==> src/ucode_pkg.sv <==
//####################
// types, constants and microword layout shared by every block of the control unit
// compile it before any other source file
//####################
package ucode_pkg;

	//####################
	// widths
	localparam int uaddr_w    = 7;
	localparam int data_w     = 8;
	localparam int cnt_w      = 3;
	localparam int err_cnt_w  = 4;
	localparam int done_cnt_w = 8;
	localparam int apb_addr_w = 4;
	localparam int apb_data_w = 32;

	//####################
	// register map, byte offsets on the APB side
	localparam logic [apb_addr_w-1:0] reg_instr  = 4'h0;
	localparam logic [apb_addr_w-1:0] reg_acc    = 4'h4;
	localparam logic [apb_addr_w-1:0] reg_status = 4'h8;

	typedef enum logic [2:0] {
		op_clr  = 3'd0,
		op_load = 3'd1,
		op_add  = 3'd2,
		op_sub  = 3'd3,
		op_xor  = 3'd4,
		op_shl  = 3'd5 // shift left by shamt, runs as a counted loop
	} opcode_t;

	typedef enum logic [2:0] {
		alu_pass_acc = 3'd0,
		alu_zero     = 3'd1,
		alu_operand  = 3'd2,
		alu_add      = 3'd3,
		alu_sub      = 3'd4,
		alu_xor      = 3'd5,
		alu_shl1     = 3'd6
	} alu_op_t;

	// how the sequencer picks the next micro-address
	typedef enum logic [1:0] {
		nx_seq      = 2'd0,
		nx_jump     = 2'd1,
		nx_dispatch = 2'd2,
		nx_loop     = 2'd3 // next_addr while the count stays nonzero
	} next_sel_t;

	// one microstore entry, 16 bits
	typedef struct packed {
		alu_op_t              alu_op;
		logic                 acc_we;
		logic                 cnt_load;
		logic                 cnt_dec;
		next_sel_t            next_sel;
		logic [uaddr_w-1:0]   next_addr;
		logic                 done;     // last word of an instruction
	} ucode_word_t;

	typedef struct packed {
		opcode_t             opcode;
		logic [cnt_w-1:0]    shamt;
		logic [data_w-1:0]   operand;
	} instr_t;

	typedef struct packed {
		logic                  busy;
		logic [err_cnt_w-1:0]  err_cnt;
		logic [done_cnt_w-1:0] done_cnt;
	} status_t;

	//####################
	// microprogram entry points
	localparam logic [uaddr_w-1:0] uaddr_idle  = 7'd0;
	localparam logic [uaddr_w-1:0] ua_clr      = 7'd1;
	localparam logic [uaddr_w-1:0] ua_load     = 7'd2;
	localparam logic [uaddr_w-1:0] ua_add      = 7'd3;
	localparam logic [uaddr_w-1:0] ua_sub      = 7'd4;
	localparam logic [uaddr_w-1:0] ua_xor      = 7'd5;
	localparam logic [uaddr_w-1:0] ua_nop      = 7'd6;
	localparam logic [uaddr_w-1:0] ua_shl_load = 7'd8;
	localparam logic [uaddr_w-1:0] ua_shl_skip = 7'd9;  // exit taken when shamt is zero
	localparam logic [uaddr_w-1:0] ua_shl_loop = 7'd10;
	localparam logic [uaddr_w-1:0] ua_shl_done = 7'd11;

endpackage
==> src/ucode_ctrl_top.sv <==
//####################
// top level of the microprogrammed control unit with an APB port
//####################
`timescale 1ns/1ns

module ucode_ctrl_top (
	input  logic                             clk,
	input  logic                             rst_n,
	input  logic                             psel,
	input  logic                             penable,
	input  logic                             pwrite,
	input  logic [ucode_pkg::apb_addr_w-1:0] paddr,
	input  logic [ucode_pkg::apb_data_w-1:0] pwdata,
	output logic [ucode_pkg::apb_data_w-1:0] prdata,
	output logic                             pready,
	output logic                             pslverr
);

	logic                          start;
	ucode_pkg::instr_t             instr;
	logic [ucode_pkg::uaddr_w-1:0] upc;
	logic [ucode_pkg::uaddr_w-1:0] dispatch_addr;
	ucode_pkg::ucode_word_t        ucw;
	logic                          busy;
	logic                          done;
	logic [ucode_pkg::data_w-1:0]  acc;

	ucu_apb_regs u_regs (
		.clk(clk), .rst_n(rst_n),
		.psel(psel), .penable(penable), .pwrite(pwrite), .paddr(paddr), .pwdata(pwdata),
		.prdata(prdata), .pready(pready), .pslverr(pslverr),
		.busy(busy), .done(done), .acc(acc), .start(start), .instr(instr)
	);

	micro_sequencer u_seq (
		.clk(clk), .rst_n(rst_n), .start(start), .shamt(instr.shamt),
		.ucw(ucw), .dispatch_addr(dispatch_addr), .upc(upc), .busy(busy), .done(done)
	);

	microstore_rom u_rom (
		.upc(upc), .opcode(instr.opcode), .ucw(ucw), .dispatch_addr(dispatch_addr)
	);

	accum_datapath u_dp (
		.clk(clk), .rst_n(rst_n), .alu_op(ucw.alu_op), .acc_we(ucw.acc_we),
		.operand(instr.operand), .acc(acc)
	);

endmodule

==> src/ucu_apb_regs.sv <==
//####################
// APB slave of the control unit that accepts one instruction at a time
// write INSTR to launch, poll STATUS or read ACC, which stalls until done
//####################
`timescale 1ns/1ns

module ucu_apb_regs (
	input  logic                             clk,
	input  logic                             rst_n,
	input  logic                             psel,
	input  logic                             penable,
	input  logic                             pwrite,
	input  logic [ucode_pkg::apb_addr_w-1:0] paddr,
	input  logic [ucode_pkg::apb_data_w-1:0] pwdata,
	output logic [ucode_pkg::apb_data_w-1:0] prdata,
	output logic                             pready,
	output logic                             pslverr,
	input  logic                             busy,
	input  logic                             done,
	input  logic [ucode_pkg::data_w-1:0]     acc,
	output logic                             start,
	output ucode_pkg::instr_t                instr
);

	logic                                access;
	logic                                busy_any;
	logic                                acc_stall;
	logic                                bad_access;
	logic                                instr_wr;
	logic [ucode_pkg::err_cnt_w-1:0]     err_cnt;
	logic [ucode_pkg::done_cnt_w-1:0]    done_cnt;
	ucode_pkg::status_t                  status;

	assign access   = psel && penable;
	assign busy_any = busy || start; // start covers the cycle before busy rises

	assign acc_stall = access && !pwrite && (paddr == ucode_pkg::reg_acc) && busy_any;
	assign pready    = !acc_stall;

	//####################
	// decode
	always_comb begin
		case (paddr)
			ucode_pkg::reg_instr:  bad_access = pwrite && busy_any;
			ucode_pkg::reg_acc:    bad_access = pwrite;
			ucode_pkg::reg_status: bad_access = pwrite;
			default:               bad_access = 1'b1;
		endcase
	end

	assign pslverr  = access && pready && bad_access;
	assign instr_wr = access && pwrite && (paddr == ucode_pkg::reg_instr) && !bad_access;

	assign status = '{busy: busy_any, err_cnt: err_cnt, done_cnt: done_cnt};

	always_comb begin
		prdata = '0;
		case (paddr)
			ucode_pkg::reg_instr:  prdata[$bits(ucode_pkg::instr_t)-1:0] = instr;
			ucode_pkg::reg_acc:    prdata[ucode_pkg::data_w-1:0] = acc;
			ucode_pkg::reg_status: prdata[$bits(ucode_pkg::status_t)-1:0] = status;
			default:               prdata = '0;
		endcase
	end

	//####################
	// registers
	always_ff @(posedge clk) begin
		if (!rst_n) begin
			start    <= 1'b0;
			instr    <= '0;
			err_cnt  <= '0;
			done_cnt <= '0;
		end else begin
			start <= instr_wr; // launches on the edge after the write completes
			if (instr_wr)
				instr <= ucode_pkg::instr_t'(pwdata[$bits(ucode_pkg::instr_t)-1:0]);
			if (pslverr)
				err_cnt <= err_cnt + 1'b1;
			if (done)
				done_cnt <= done_cnt + 1'b1; // wraps at 256
		end
	end

	// a held-off access stays in its access phase on the same address
	a_stall_in_access: assert property (@(posedge clk) disable iff (!rst_n)
		!pready |=> psel && penable && $stable(paddr) && $stable(pwrite))
		else $error("APB access left its access phase while pready was low");

endmodule

==> src/accum_datapath.sv <==
//####################
// 8-bit accumulator and ALU steered by the current microword
//####################
`timescale 1ns/1ns

module accum_datapath (
	input  logic                         clk,
	input  logic                         rst_n,
	input  ucode_pkg::alu_op_t           alu_op,
	input  logic                         acc_we,
	input  logic [ucode_pkg::data_w-1:0] operand,
	output logic [ucode_pkg::data_w-1:0] acc
);

	logic [ucode_pkg::data_w-1:0] alu_res;

	//####################
	// ALU
	// all results keep only the low byte so sums and differences wrap
	always_comb begin
		case (alu_op)
			ucode_pkg::alu_pass_acc: alu_res = acc;
			ucode_pkg::alu_zero:     alu_res = '0;
			ucode_pkg::alu_operand:  alu_res = operand;
			ucode_pkg::alu_add:      alu_res = acc + operand;
			ucode_pkg::alu_sub:      alu_res = acc - operand;
			ucode_pkg::alu_xor:      alu_res = acc ^ operand;
			ucode_pkg::alu_shl1:     alu_res = {acc[ucode_pkg::data_w-2:0], 1'b0};
			default:                 alu_res = acc;
		endcase
	end

	//####################
	// accumulator
	always_ff @(posedge clk) begin
		if (!rst_n)
			acc <= '0;
		else if (acc_we)
			acc <= alu_res; // written only by execute and loop words
	end

endmodule

==> src/micro_sequencer.sv <==
//####################
// micro-PC, next-address selection and loop counter
// waits at the idle address until start, then walks the microprogram
//####################
`timescale 1ns/1ns

module micro_sequencer (
	input  logic                          clk,
	input  logic                          rst_n,
	input  logic                          start,
	input  logic [ucode_pkg::cnt_w-1:0]   shamt,
	input  ucode_pkg::ucode_word_t        ucw,
	input  logic [ucode_pkg::uaddr_w-1:0] dispatch_addr,
	output logic [ucode_pkg::uaddr_w-1:0] upc,
	output logic                          busy,
	output logic                          done
);

	logic [ucode_pkg::uaddr_w-1:0] upc_nxt;
	logic [ucode_pkg::cnt_w-1:0]   cnt;
	logic [ucode_pkg::cnt_w-1:0]   cnt_nxt;
	logic                          at_idle;

	assign at_idle = (upc == ucode_pkg::uaddr_idle);

	// the loop test looks at the count this word leaves behind
	always_comb begin
		cnt_nxt = cnt;
		if (ucw.cnt_load)
			cnt_nxt = shamt;
		else if (ucw.cnt_dec)
			cnt_nxt = cnt - 1'b1;
	end

	//####################
	// next address
	always_comb begin
		upc_nxt = upc + 1'b1;
		if (at_idle && !start) begin
			upc_nxt = upc; // park until launched
		end else if (ucw.done) begin
			upc_nxt = ucode_pkg::uaddr_idle;
		end else begin
			case (ucw.next_sel)
				ucode_pkg::nx_seq:      upc_nxt = upc + 1'b1;
				ucode_pkg::nx_jump:     upc_nxt = ucw.next_addr;
				ucode_pkg::nx_dispatch: upc_nxt = dispatch_addr;
				ucode_pkg::nx_loop: begin
					if (cnt_nxt != '0)
						upc_nxt = ucw.next_addr;
				end
				default:                upc_nxt = ucode_pkg::uaddr_idle;
			endcase
		end
	end

	always_ff @(posedge clk) begin
		if (!rst_n) begin
			upc  <= ucode_pkg::uaddr_idle;
			cnt  <= '0;
			busy <= 1'b0;
			done <= 1'b0;
		end else begin
			upc  <= upc_nxt;
			cnt  <= cnt_nxt;
			done <= busy && ucw.done; // one pulse per finished instruction
			if (at_idle && start)
				busy <= 1'b1;
			else if (ucw.done)
				busy <= 1'b0;
		end
	end

	//####################
	// checks
	a_no_loop_at_idle: assert property (@(posedge clk) disable iff (!rst_n)
		at_idle |-> ucw.next_sel != ucode_pkg::nx_loop)
		else $error("microstore holds a loop word at the idle address");

	a_busy_needs_start: assert property (@(posedge clk) disable iff (!rst_n)
		$rose(busy) |-> $past(start) && !at_idle)
		else $error("busy rose without a start that moved the micro-PC off idle");

endmodule

==> src/microstore_rom.sv <==
//####################
// microstore of the control unit, addressed by the micro-PC
// also holds the opcode dispatch table used by the idle word
//####################
`timescale 1ns/1ns

module microstore_rom (
	input  logic [ucode_pkg::uaddr_w-1:0] upc,
	input  ucode_pkg::opcode_t            opcode,
	output ucode_pkg::ucode_word_t        ucw,
	output logic [ucode_pkg::uaddr_w-1:0] dispatch_addr
);

	// packs the fields of one microword in struct order
	function automatic ucode_pkg::ucode_word_t uword(
		input ucode_pkg::alu_op_t             alu_op,
		input logic                           acc_we,
		input logic                           cnt_load,
		input logic                           cnt_dec,
		input ucode_pkg::next_sel_t           next_sel,
		input logic [ucode_pkg::uaddr_w-1:0]  next_addr,
		input logic                           done
	);
		uword = '{alu_op, acc_we, cnt_load, cnt_dec, next_sel, next_addr, done};
	endfunction

	//####################
	// control words
	always_comb begin
		case (upc)
			ucode_pkg::uaddr_idle:
				ucw = uword(ucode_pkg::alu_pass_acc, 1'b0, 1'b0, 1'b0,
					ucode_pkg::nx_dispatch, ucode_pkg::uaddr_idle, 1'b0);
			ucode_pkg::ua_clr:
				ucw = uword(ucode_pkg::alu_zero, 1'b1, 1'b0, 1'b0,
					ucode_pkg::nx_jump, ucode_pkg::uaddr_idle, 1'b1);
			ucode_pkg::ua_load:
				ucw = uword(ucode_pkg::alu_operand, 1'b1, 1'b0, 1'b0,
					ucode_pkg::nx_jump, ucode_pkg::uaddr_idle, 1'b1);
			ucode_pkg::ua_add:
				ucw = uword(ucode_pkg::alu_add, 1'b1, 1'b0, 1'b0,
					ucode_pkg::nx_jump, ucode_pkg::uaddr_idle, 1'b1);
			ucode_pkg::ua_sub:
				ucw = uword(ucode_pkg::alu_sub, 1'b1, 1'b0, 1'b0,
					ucode_pkg::nx_jump, ucode_pkg::uaddr_idle, 1'b1);
			ucode_pkg::ua_xor:
				ucw = uword(ucode_pkg::alu_xor, 1'b1, 1'b0, 1'b0,
					ucode_pkg::nx_jump, ucode_pkg::uaddr_idle, 1'b1);
			ucode_pkg::ua_nop: // unassigned opcodes finish without touching acc
				ucw = uword(ucode_pkg::alu_pass_acc, 1'b0, 1'b0, 1'b0,
					ucode_pkg::nx_jump, ucode_pkg::uaddr_idle, 1'b1);
			ucode_pkg::ua_shl_load: // count tested on the value being loaded
				ucw = uword(ucode_pkg::alu_pass_acc, 1'b0, 1'b1, 1'b0,
					ucode_pkg::nx_loop, ucode_pkg::ua_shl_loop, 1'b0);
			ucode_pkg::ua_shl_skip:
				ucw = uword(ucode_pkg::alu_pass_acc, 1'b0, 1'b0, 1'b0,
					ucode_pkg::nx_jump, ucode_pkg::uaddr_idle, 1'b1);
			ucode_pkg::ua_shl_loop:
				ucw = uword(ucode_pkg::alu_shl1, 1'b1, 1'b0, 1'b1,
					ucode_pkg::nx_loop, ucode_pkg::ua_shl_loop, 1'b0);
			ucode_pkg::ua_shl_done:
				ucw = uword(ucode_pkg::alu_pass_acc, 1'b0, 1'b0, 1'b0,
					ucode_pkg::nx_jump, ucode_pkg::uaddr_idle, 1'b1);
			default: // stray address ends the instruction
				ucw = uword(ucode_pkg::alu_pass_acc, 1'b0, 1'b0, 1'b0,
					ucode_pkg::nx_jump, ucode_pkg::uaddr_idle, 1'b1);
		endcase
	end

	//####################
	// dispatch table
	always_comb begin
		case (opcode)
			ucode_pkg::op_clr:  dispatch_addr = ucode_pkg::ua_clr;
			ucode_pkg::op_load: dispatch_addr = ucode_pkg::ua_load;
			ucode_pkg::op_add:  dispatch_addr = ucode_pkg::ua_add;
			ucode_pkg::op_sub:  dispatch_addr = ucode_pkg::ua_sub;
			ucode_pkg::op_xor:  dispatch_addr = ucode_pkg::ua_xor;
			ucode_pkg::op_shl:  dispatch_addr = ucode_pkg::ua_shl_load;
			default:            dispatch_addr = ucode_pkg::ua_nop;
		endcase
	end

endmodule

==> config.mk <==
export PLATFORM = sky130hd
export DESIGN_NAME = ucode_ctrl_top
export DESIGN_NICKNAME = d
export VERILOG_FILES = /design/src/ucode_pkg.sv /design/src/ucode_ctrl_top.sv /design/src/ucu_apb_regs.sv /design/src/accum_datapath.sv /design/src/micro_sequencer.sv /design/src/microstore_rom.sv
export SDC_FILE = /design/constraint.sdc
export NUM_CORES = 1
export LEC_CHECK = 0
export BUFFER_PORTS_ARGS = -buffer_cell sky130_fd_sc_hd__buf_2
export CAP_MARGIN = 20
export CORE_ASPECT_RATIO = 1.5
export CORE_MARGIN = 5
export CORE_UTILIZATION = 55
export DETAILED_ROUTE_END_ITERATION = 10
export PLACE_DENSITY = 0.91
export SLEW_MARGIN = 20
export SYNTH_ARGS = -nofsm -noshare
export SYNTH_HDL_FRONTEND = slang
export SYNTH_HIERARCHICAL = 1
export SYNTH_SLANG_ARGS = --single-unit
==> constraint.sdc <==
create_clock -name clk -period 3.8 [get_ports clk]
set_input_delay 0.76 -clock clk [delete_from_list [all_inputs] [get_ports clk]]
set_output_delay 0.76 -clock clk [all_outputs]
set_load 0.02 [all_outputs]
==> impl_metrics.py, run 1 <==
metrics = {
    "clock_network": {
        "tritoncts": "yes",
        "cts_num_sinks": 47,
        "root_buffer": "clkbuf_8",
        "cts_resized": 0,
        "cts_buffer_depth": 2,
        "cts_hold_buffers": 0,
        "htreeDepth": 2,
        "cts_inserted_buffers": 5,
        "clock_latency_ns": 0.30,
        "path_clk_slew_ns": 0.09,
        "cts_setup_buffers": 0,
    },
    "timing": {
        "finalClockSkew_ns": 0.0113,
        "period_minus_slack_ns": 3.47,
        "fin_crit_sh_pct": 91.3,
        "fin_setup_tns_ns": 0,
        "slew_viol_final": 0,
        "setup_viol": 0,
        "rsz0062_at_grt": "no",
        "hold_viol_final": 0,
        "timing.fmax_ghz": 0.288,
        "worstMarginPinSlew_ns": 0.900,
        "slew_headroom_pct": 40.0,
    },
    "global_routing": {
        "grt-ovfl-total": 0,
        "grtUsageTotal_pct": 21.1,
        "grt_pass1_wl_mm": 14.6,
        "grt_start_max_net_pins": 26,
        "grt_pass1_vias": 3312,
        "antenna_found_initial": 0,
    },
    "yosys": {
        "ys_types": 75,
        "synth_ff_type": "dfxtp_1",
        "synth.avg_cell_area_sq_um": 8.12,
        "synth_seq_cells": 47,
        "synth-edff-count": 0,
        "synth_area_sq_mm": 0.00365,
        "async_flop_share_pct": 0,
        "synth_top_area_cell": "dfxtp_1",
        "synthTopCellsByArea": "dfxtp_1 26%, mux2i_1 7.9%, buf_4 5.8%",
        "synthCells": 450,
        "synth_seq_area_share_pct": 25.7,
        "synth_top_area_share_pct": 25.7,
        "synth-warning-count": 6,
    },
    "route": {
        "drc": 0,
        "drt-met1-wl_mm": 3.32,
        "routed-wl-met2_mm": 4.92,
        "vias_per_cell": 6.19,
        "drtIter0Drc": 218,
        "ant_nets": 0,
        "dr.max_layer_used": "met4",
        "dr.pass1.iters": 5,
        "dr_wl_met3_microns": 556,
        "vias": 3447,
        "routedWlPerCell_microns": 16.4,
        "wl_mm": 9.13,
    },
    "setup_path": {
        "worstPathMaxFanout": 11,
        "crit_path_end_kind": "register",
        "critPathMaxStageDelay_ns": 0.56,
        "path_cells": "nor3b_1, a22oi_1, nor2_1, nor3b_4, mux2_2, fa_1, nor2b_1, o31a_1, o31ai_1, or3_1, a311oi_1",
        "cp_slowest_cell": "dfxtp_1",
        "cp.required_ns": 4.01,
        "cp.arrival_ns": 3.68,
        "worstSetupPathType": "register to register",
        "cp-start-kind": "register",
        "r2r_cells": 11,
    },
    "placed_design": {
        "place_congestion": 0.914,
        "dp_hpwl_mm": 6.84,
        "numPortBuffers": 38,
    },
    "final_layout": {
        "n_antenna_cell": 0,
        "drive_gt1_share_pct": 15.0,
        "area_growth_pct": 5.79,
        "nets": 535,
    },
    "power": {
        "cellPowerDensity_mw_per_mm2": 453,
        "ir_drop_uv": 541,
        "p_leak_uw": 0.00159,
        "power_uw": 1750,
    },
    "floorplan": {
        "initial_core_util_pct": 56.3,
        "die_area_sq_mm": 0.00841,
        "die_width_microns": 76.6,
        "core_sq_mm": 0.00649,
        "rows": 36,
        "ios": 75,
        "fp.dieH_microns": 110,
    },
    "run_status": {
        "status": "completed",
    },
    "run": {
        "cap_violations": 0,
    },
    "min_path": {
        "hold_class": "register to register",
        "whs_path_depth": 2,
    },
}
## cell type report
class	instances	area, sq um
timing repair buffer	44	235
tap	76	95.1
clock buffer	6	72.6
inverter	20	75.1
multi-input combinational	362	2430
fill	596	2620
clock inverter	2	17.5
sequential	47	941
## registers in the layout, indices dropped and copies added (netlist names)
signal	cells
u_seq/cnt	3
u_seq/done	1
u_regs/start	1
u_seq/upc	7
u_regs/done_cnt	8
u_regs/err_cnt	4
u_seq/busy	1
u_regs/instr	14
u_dp/acc	8
## placed cells by master, fill, tap and decap left out, types with 3 or more instances in the layout
cell / synthesis / final
xor2_1: 9 / 9
or3_1: 7 / 7
a21oi_1: 20 / 20
xnor2_1: 15 / 15
nand2_1: 30 / 30
nor3_1: 4 / 4
o21ai_0: 31 / 31
buf_4: 28 / 6
o21a_1: 5 / 5
a221oi_1: 3 / 3
o31a_1: 4 / 4
a211oi_1: 6 / 6
nand2b_1: 8 / 8
a22o_1: 4 / 4
clkbuf_8: 0 / 5
nand4_1: 5 / 5
nor2_1: 40 / 40
nor4_1: 5 / 5
buf_2: 7 / 38
inv_1: 19 / 19
nor2b_1: 11 / 11
and3_1: 5 / 5
and2_1: 7 / 7
a31oi_1: 3 / 3
conb_1: 2 / 26
mux2i_1: 29 / 29
nand3_1: 9 / 9
ha_1: 13 / 13
o22ai_1: 10 / 10
dfxtp_1: 47 / 47
## synth_stat cells (2+ instances only)
library cell	number
a2111oi_2	2
a211oi_1	6
a21o_1	2
a21oi_1	20
a221oi_1	3
a221oi_2	2
a22o_1	4
a22oi_1	2
a31oi_1	3
and2_1	7
and3_1	5
buf_2	7
buf_4	28
buf_6	3
clkbuf_1	7
conb_1	2
dfxtp_1	47
ha_1	13
inv_1	19
mux2_2	2
mux2i_1	29
nand2_1	30
nand2b_1	8
nand3_1	9
nand4_1	5
nor2_1	40
nor2b_1	11
nor3_1	4
nor4_1	5
o21a_1	5
o21ai_0	31
o21ai_1	2
o22ai_1	10
o31a_1	4
o31ai_1	2
o41ai_1	2
or2_2	2
or3_1	7
or4b_1	2
xnor2_1	15
xor2_1	9
## critical path: cells and delay by family, from the launching register on
kind,cells,cell delay [ns]
AOI/OAI and AO/OA,4,0.65
adders and majority gates,1,0.44
DFF,1,0.56
muxes,1,0.40
and+or+nand+nor,5,1.35
## final timing paths
kind                           from           endpoint  slack, ns
setup / recovery       u_seq/upc[1]        u_dp/acc[6]       0.33
hold / removal    u_regs/err_cnt[3]  u_regs/err_cnt[3]       0.50
setup reg to reg       u_seq/upc[1]        u_dp/acc[6]       0.33
hold reg to reg   u_regs/err_cnt[3]  u_regs/err_cnt[3]       0.50
## layer usage
layer | global-route usage [%] | up-vias
li1 | - | 1640
met1 | 21.3 | 1630
met2 | 40.9 | 147
met3 | 3.36 | 30
met4 | 11.5 | 0
met5 | 0 | -
## where the power goes
part / switching, uW / internal (uW) / leakage (uW) / total, uW
registers: 50.3 / 518 / 0.000379 / 568
logic: 553 / 320 / 0.00117 / 873
clock network: 177 / 132 / 0.0000454 / 310
total: 781 / 971 / 0.00159 / 1750
## kinds of logic (layout without fill, tap and decap cells)
group	Yosys count	after routing	share of synthesized area (%)
mux	31	31	8.56
other cells	2	26	0.205
simple gates	151	151	22.5
xor+xnor	24	24	5.75
fa+ha+maj	14	14	5.00
buf+inv	65	72	10.4
flops	47	47	25.7
compound gates	116	116	21.9
## stage by stage
step | cell area [sq um] | hold WS, ns | util (%) | worst slack (ns) | std cells
4_1_cts | 3870 | 0.508 | 59.6 | 0.383 | 557
2_1_floorplan | 3740 | 0.446 | - | 0.577 | 474
5_1_grt | 3870 | 0.544 | 59.6 | 0.153 | 557
6_report | 3870 | 0.504 | 59.6 | 0.330 | 557
3_5_place_dp | 3780 | 0.492 | 58.2 | 0.391 | 549
3_3_place_gp | 3780 | 0.465 | 58.2 | 0.546 | 549
(Power assumes the default switching activity.)
==> inputs of run 2 (changes only) <==
--- a/config.mk
+++ b/config.mk
@@ -9,9 +9,9 @@
 export CAP_MARGIN = 20
 export CORE_ASPECT_RATIO = 1.5
 export CORE_MARGIN = 5
-export CORE_UTILIZATION = 55
+export CORE_UTILIZATION = 50
 export DETAILED_ROUTE_END_ITERATION = 10
-export PLACE_DENSITY = 0.91
+export PLACE_DENSITY = 0.88
 export SLEW_MARGIN = 20
 export SYNTH_ARGS = -nofsm -noshare
 export SYNTH_HDL_FRONTEND = slang
==> constraint.sdc (replaced) <==
create_clock -name clk -period 3.1 [get_ports clk]
set_input_delay 0.62 -clock clk [delete_from_list [all_inputs] [get_ports clk]]
set_output_delay 0.62 -clock clk [all_outputs]
set_load 0.02 [all_outputs]
==> impl_metrics.py, run 2 (synthesis results as in run 1) <==
metrics = {
    "global_routing": {
        "grt_pass1_vias": 3425,
        "grtUsageTotal_pct": 20.1,
        "grt_pass1_wl_mm": 15.0,
        "grt-ovfl-total": 0,
        "antenna_found_initial": 0,
        "grt_start_max_net_pins": 26,
    },
    "route": {
        "dr.pass1.iters": 5,
        "drt-met1-wl_mm": 3.43,
        "drtIter0Drc": 300,
        "dr.max_layer_used": "met4",
        "ant_nets": 0,
        "wl_mm": 9.48,
        "vias_per_cell": 5.96,
        "routed-wl-met2_mm": 5.13,
        "dr_wl_met3_microns": 480,
        "vias": 3529,
        "drc": 0,
        "routedWlPerCell_microns": 16.0,
    },
    "timing": {
        "finalWorstSetupSlack_ns": -0.0295,
        "hold_viol_final": 0,
        "finalClockSkew_ns": 0.00621,
        "fin_crit_sh_pct": 101,
        "period_minus_slack_ns": 3.13,
        "rsz0062_at_grt": "yes",
        "slew_viol_final": 0,
        "timing.fmax_ghz": 0.320,
        "worstMarginPinSlew_ns": 0.875,
        "setup_viol": 2,
        "slew_headroom_pct": 41.7,
    },
    "min_path": {
        "hold_class": "register to register",
        "whs_path_depth": 2,
    },
    "clock_network": {
        "cts_buffer_depth": 2,
        "htreeDepth": 2,
        "cts_num_sinks": 47,
        "tritoncts": "yes",
        "cts_hold_buffers": 0,
        "root_buffer": "clkbuf_8",
        "cts_inserted_buffers": 5,
        "clock_latency_ns": 0.31,
        "path_clk_slew_ns": 0.09,
    },
    "final_layout": {
        "drive_gt1_share_pct": 19.3,
        "top_register": "u_regs/instr",
        "layout_commonest_cell": "dfxtp_1",
        "layout_common_cells": "46 x dfxtp_1, 38 x buf_2, 37 x nor2_1, 30 x o21ai_0, 30 x nand2_1",
        "instances_no_fill": 592,
        "fillers": 623,
        "reg_top3": "u_regs/instr (14), u_dp/acc (8), u_regs/done_cnt (8)",
        "area_growth_pct": 10.4,
        "n_antenna_cell": 0,
        "largest_register_ffs": 14,
        "nets": 546,
    },
    "floorplan": {
        "rows": 38,
        "die_width_microns": 79.8,
        "die_area_sq_mm": 0.00915,
        "initial_core_util_pct": 50.9,
        "fp.dieH_microns": 115,
        "ios": 75,
        "core_sq_mm": 0.00718,
    },
    "setup_path": {
        "cp-start-kind": "register",
        "cp_slowest_cell": "or4b_1",
        "cp.required_ns": 3.32,
        "critPathMaxStageDelay_ns": 0.48,
        "crit_path_end_kind": "register",
        "worstPathMaxFanout": 7,
        "worstSetupPathType": "register to register",
        "path_cells": "or3_4, a2111oi_4, buf_4, nor3b_4, a21oi_1, xnor2_1, ha_1, o211a_1, o31a_1, nor4_2, or4b_1, o211ai_2",
        "r2r_cells": 12,
        "cp.arrival_ns": 3.35,
    },
    "power": {
        "p_leak_uw": 0.00166,
        "power_uw": 2210,
        "cellPowerDensity_mw_per_mm2": 547,
        "ir_drop_uv": 342,
    },
    "run": {
        "cap_violations": 0,
    },
    "run_status": {
        "violations": "setup timing",
        "status": "complete, but fails checks",
    },
    "placed_design": {
        "place_congestion": 0.969,
        "numPortBuffers": 38,
        "dpl_worst_slack_ns": 0.0339,
        "dpl.cell_count": 583,
        "dp_hpwl_mm": 7.05,
    },
}
-- run 2: cell count changes in the layout (fill, tap and decap cells not counted), sizes merged --
cell	previous run	this run
inv	20	22
clkbuf	6	5
clkinv	2	1
buf	44	55
-- run 2: per-layer routing --
layer | track usage, % | up-vias
li1 | - | 1658
met1 | 20.2 | 1688
met2 | 38.4 | 145
met3 | 2.68 | 38
met4 | 11.8 | 0
met5 | 0 | -
-- run 2: path summary, 6_finish.rpt --
kind / from / end / slack (ns)
worst max-delay path: u_seq/upc[5] / u_dp/acc[7] / -0.03
worst min-delay path: u_regs/done_cnt[7] / u_regs/done_cnt[7] / 0.50
worst max register to register: u_seq/upc[5] / u_dp/acc[7] / -0.03
worst min register to register: u_regs/done_cnt[7] / u_regs/done_cnt[7] / 0.50
-- run 2: report_power, final --
group | switching [uW] | leakage, uW | total, uW | internal (uW)
sequential | 25.3 | 0.000380 | 661 | 636
clock | 223 | 0.0000489 | 386 | 163
combinational | 723 | 0.00123 | 1160 | 436
-- run 2: repair_timing --
action                                  4_1_cts  5_1_grt
resized for setup                             0       12
endpoints found under the setup margin        0        5
setup buffers                                 0        1
-- run 2: cell type report --
| cell class | instances | area, sq um | area share, % |
|---|---|---|---|
| well taps | 100 | 125 | 3.10 |
| inverters | 20 | 75.1 | 1.86 |
| clock inverters | 3 | 22.5 | 0.558 |
| flip-flops and latches | 47 | 942 | 23.4 |
| repair buffers | 55 | 318 | 7.88 |
| multi-input cells | 362 | 2480 | 61.5 |
| clock buffers | 5 | 68.8 | 1.71 |
-- run 2: critical path: cells and delay by family, from the launching register on --
kind                     cells  cell delay [ns]
AO/OA/AOI/OAI                5             1.07
AND/OR/NAND/NOR              4             1.04
adder cells (fa/ha/maj)      1             0.35
flip-flops                   1             0.32
buffers and inverters        1             0.17
XOR/XNOR                     1             0.10
-- run 2: metrics by stage --
stage / area (sq um) / TNS, ns / hold slack [ns] / util [%]
after floorplan: 3750 / 0 / 0.446 / -
after global placement: 3880 / 0 / 0.461 / 54.1
after detailed placement: 3880 / 0 / 0.484 / 54.1
after CTS: 3980 / 0 / 0.500 / 55.4
after global routing: 4030 / -0.467 / 0.526 / 56.2
final: 4030 / -0.0534 / 0.497 / 56.2
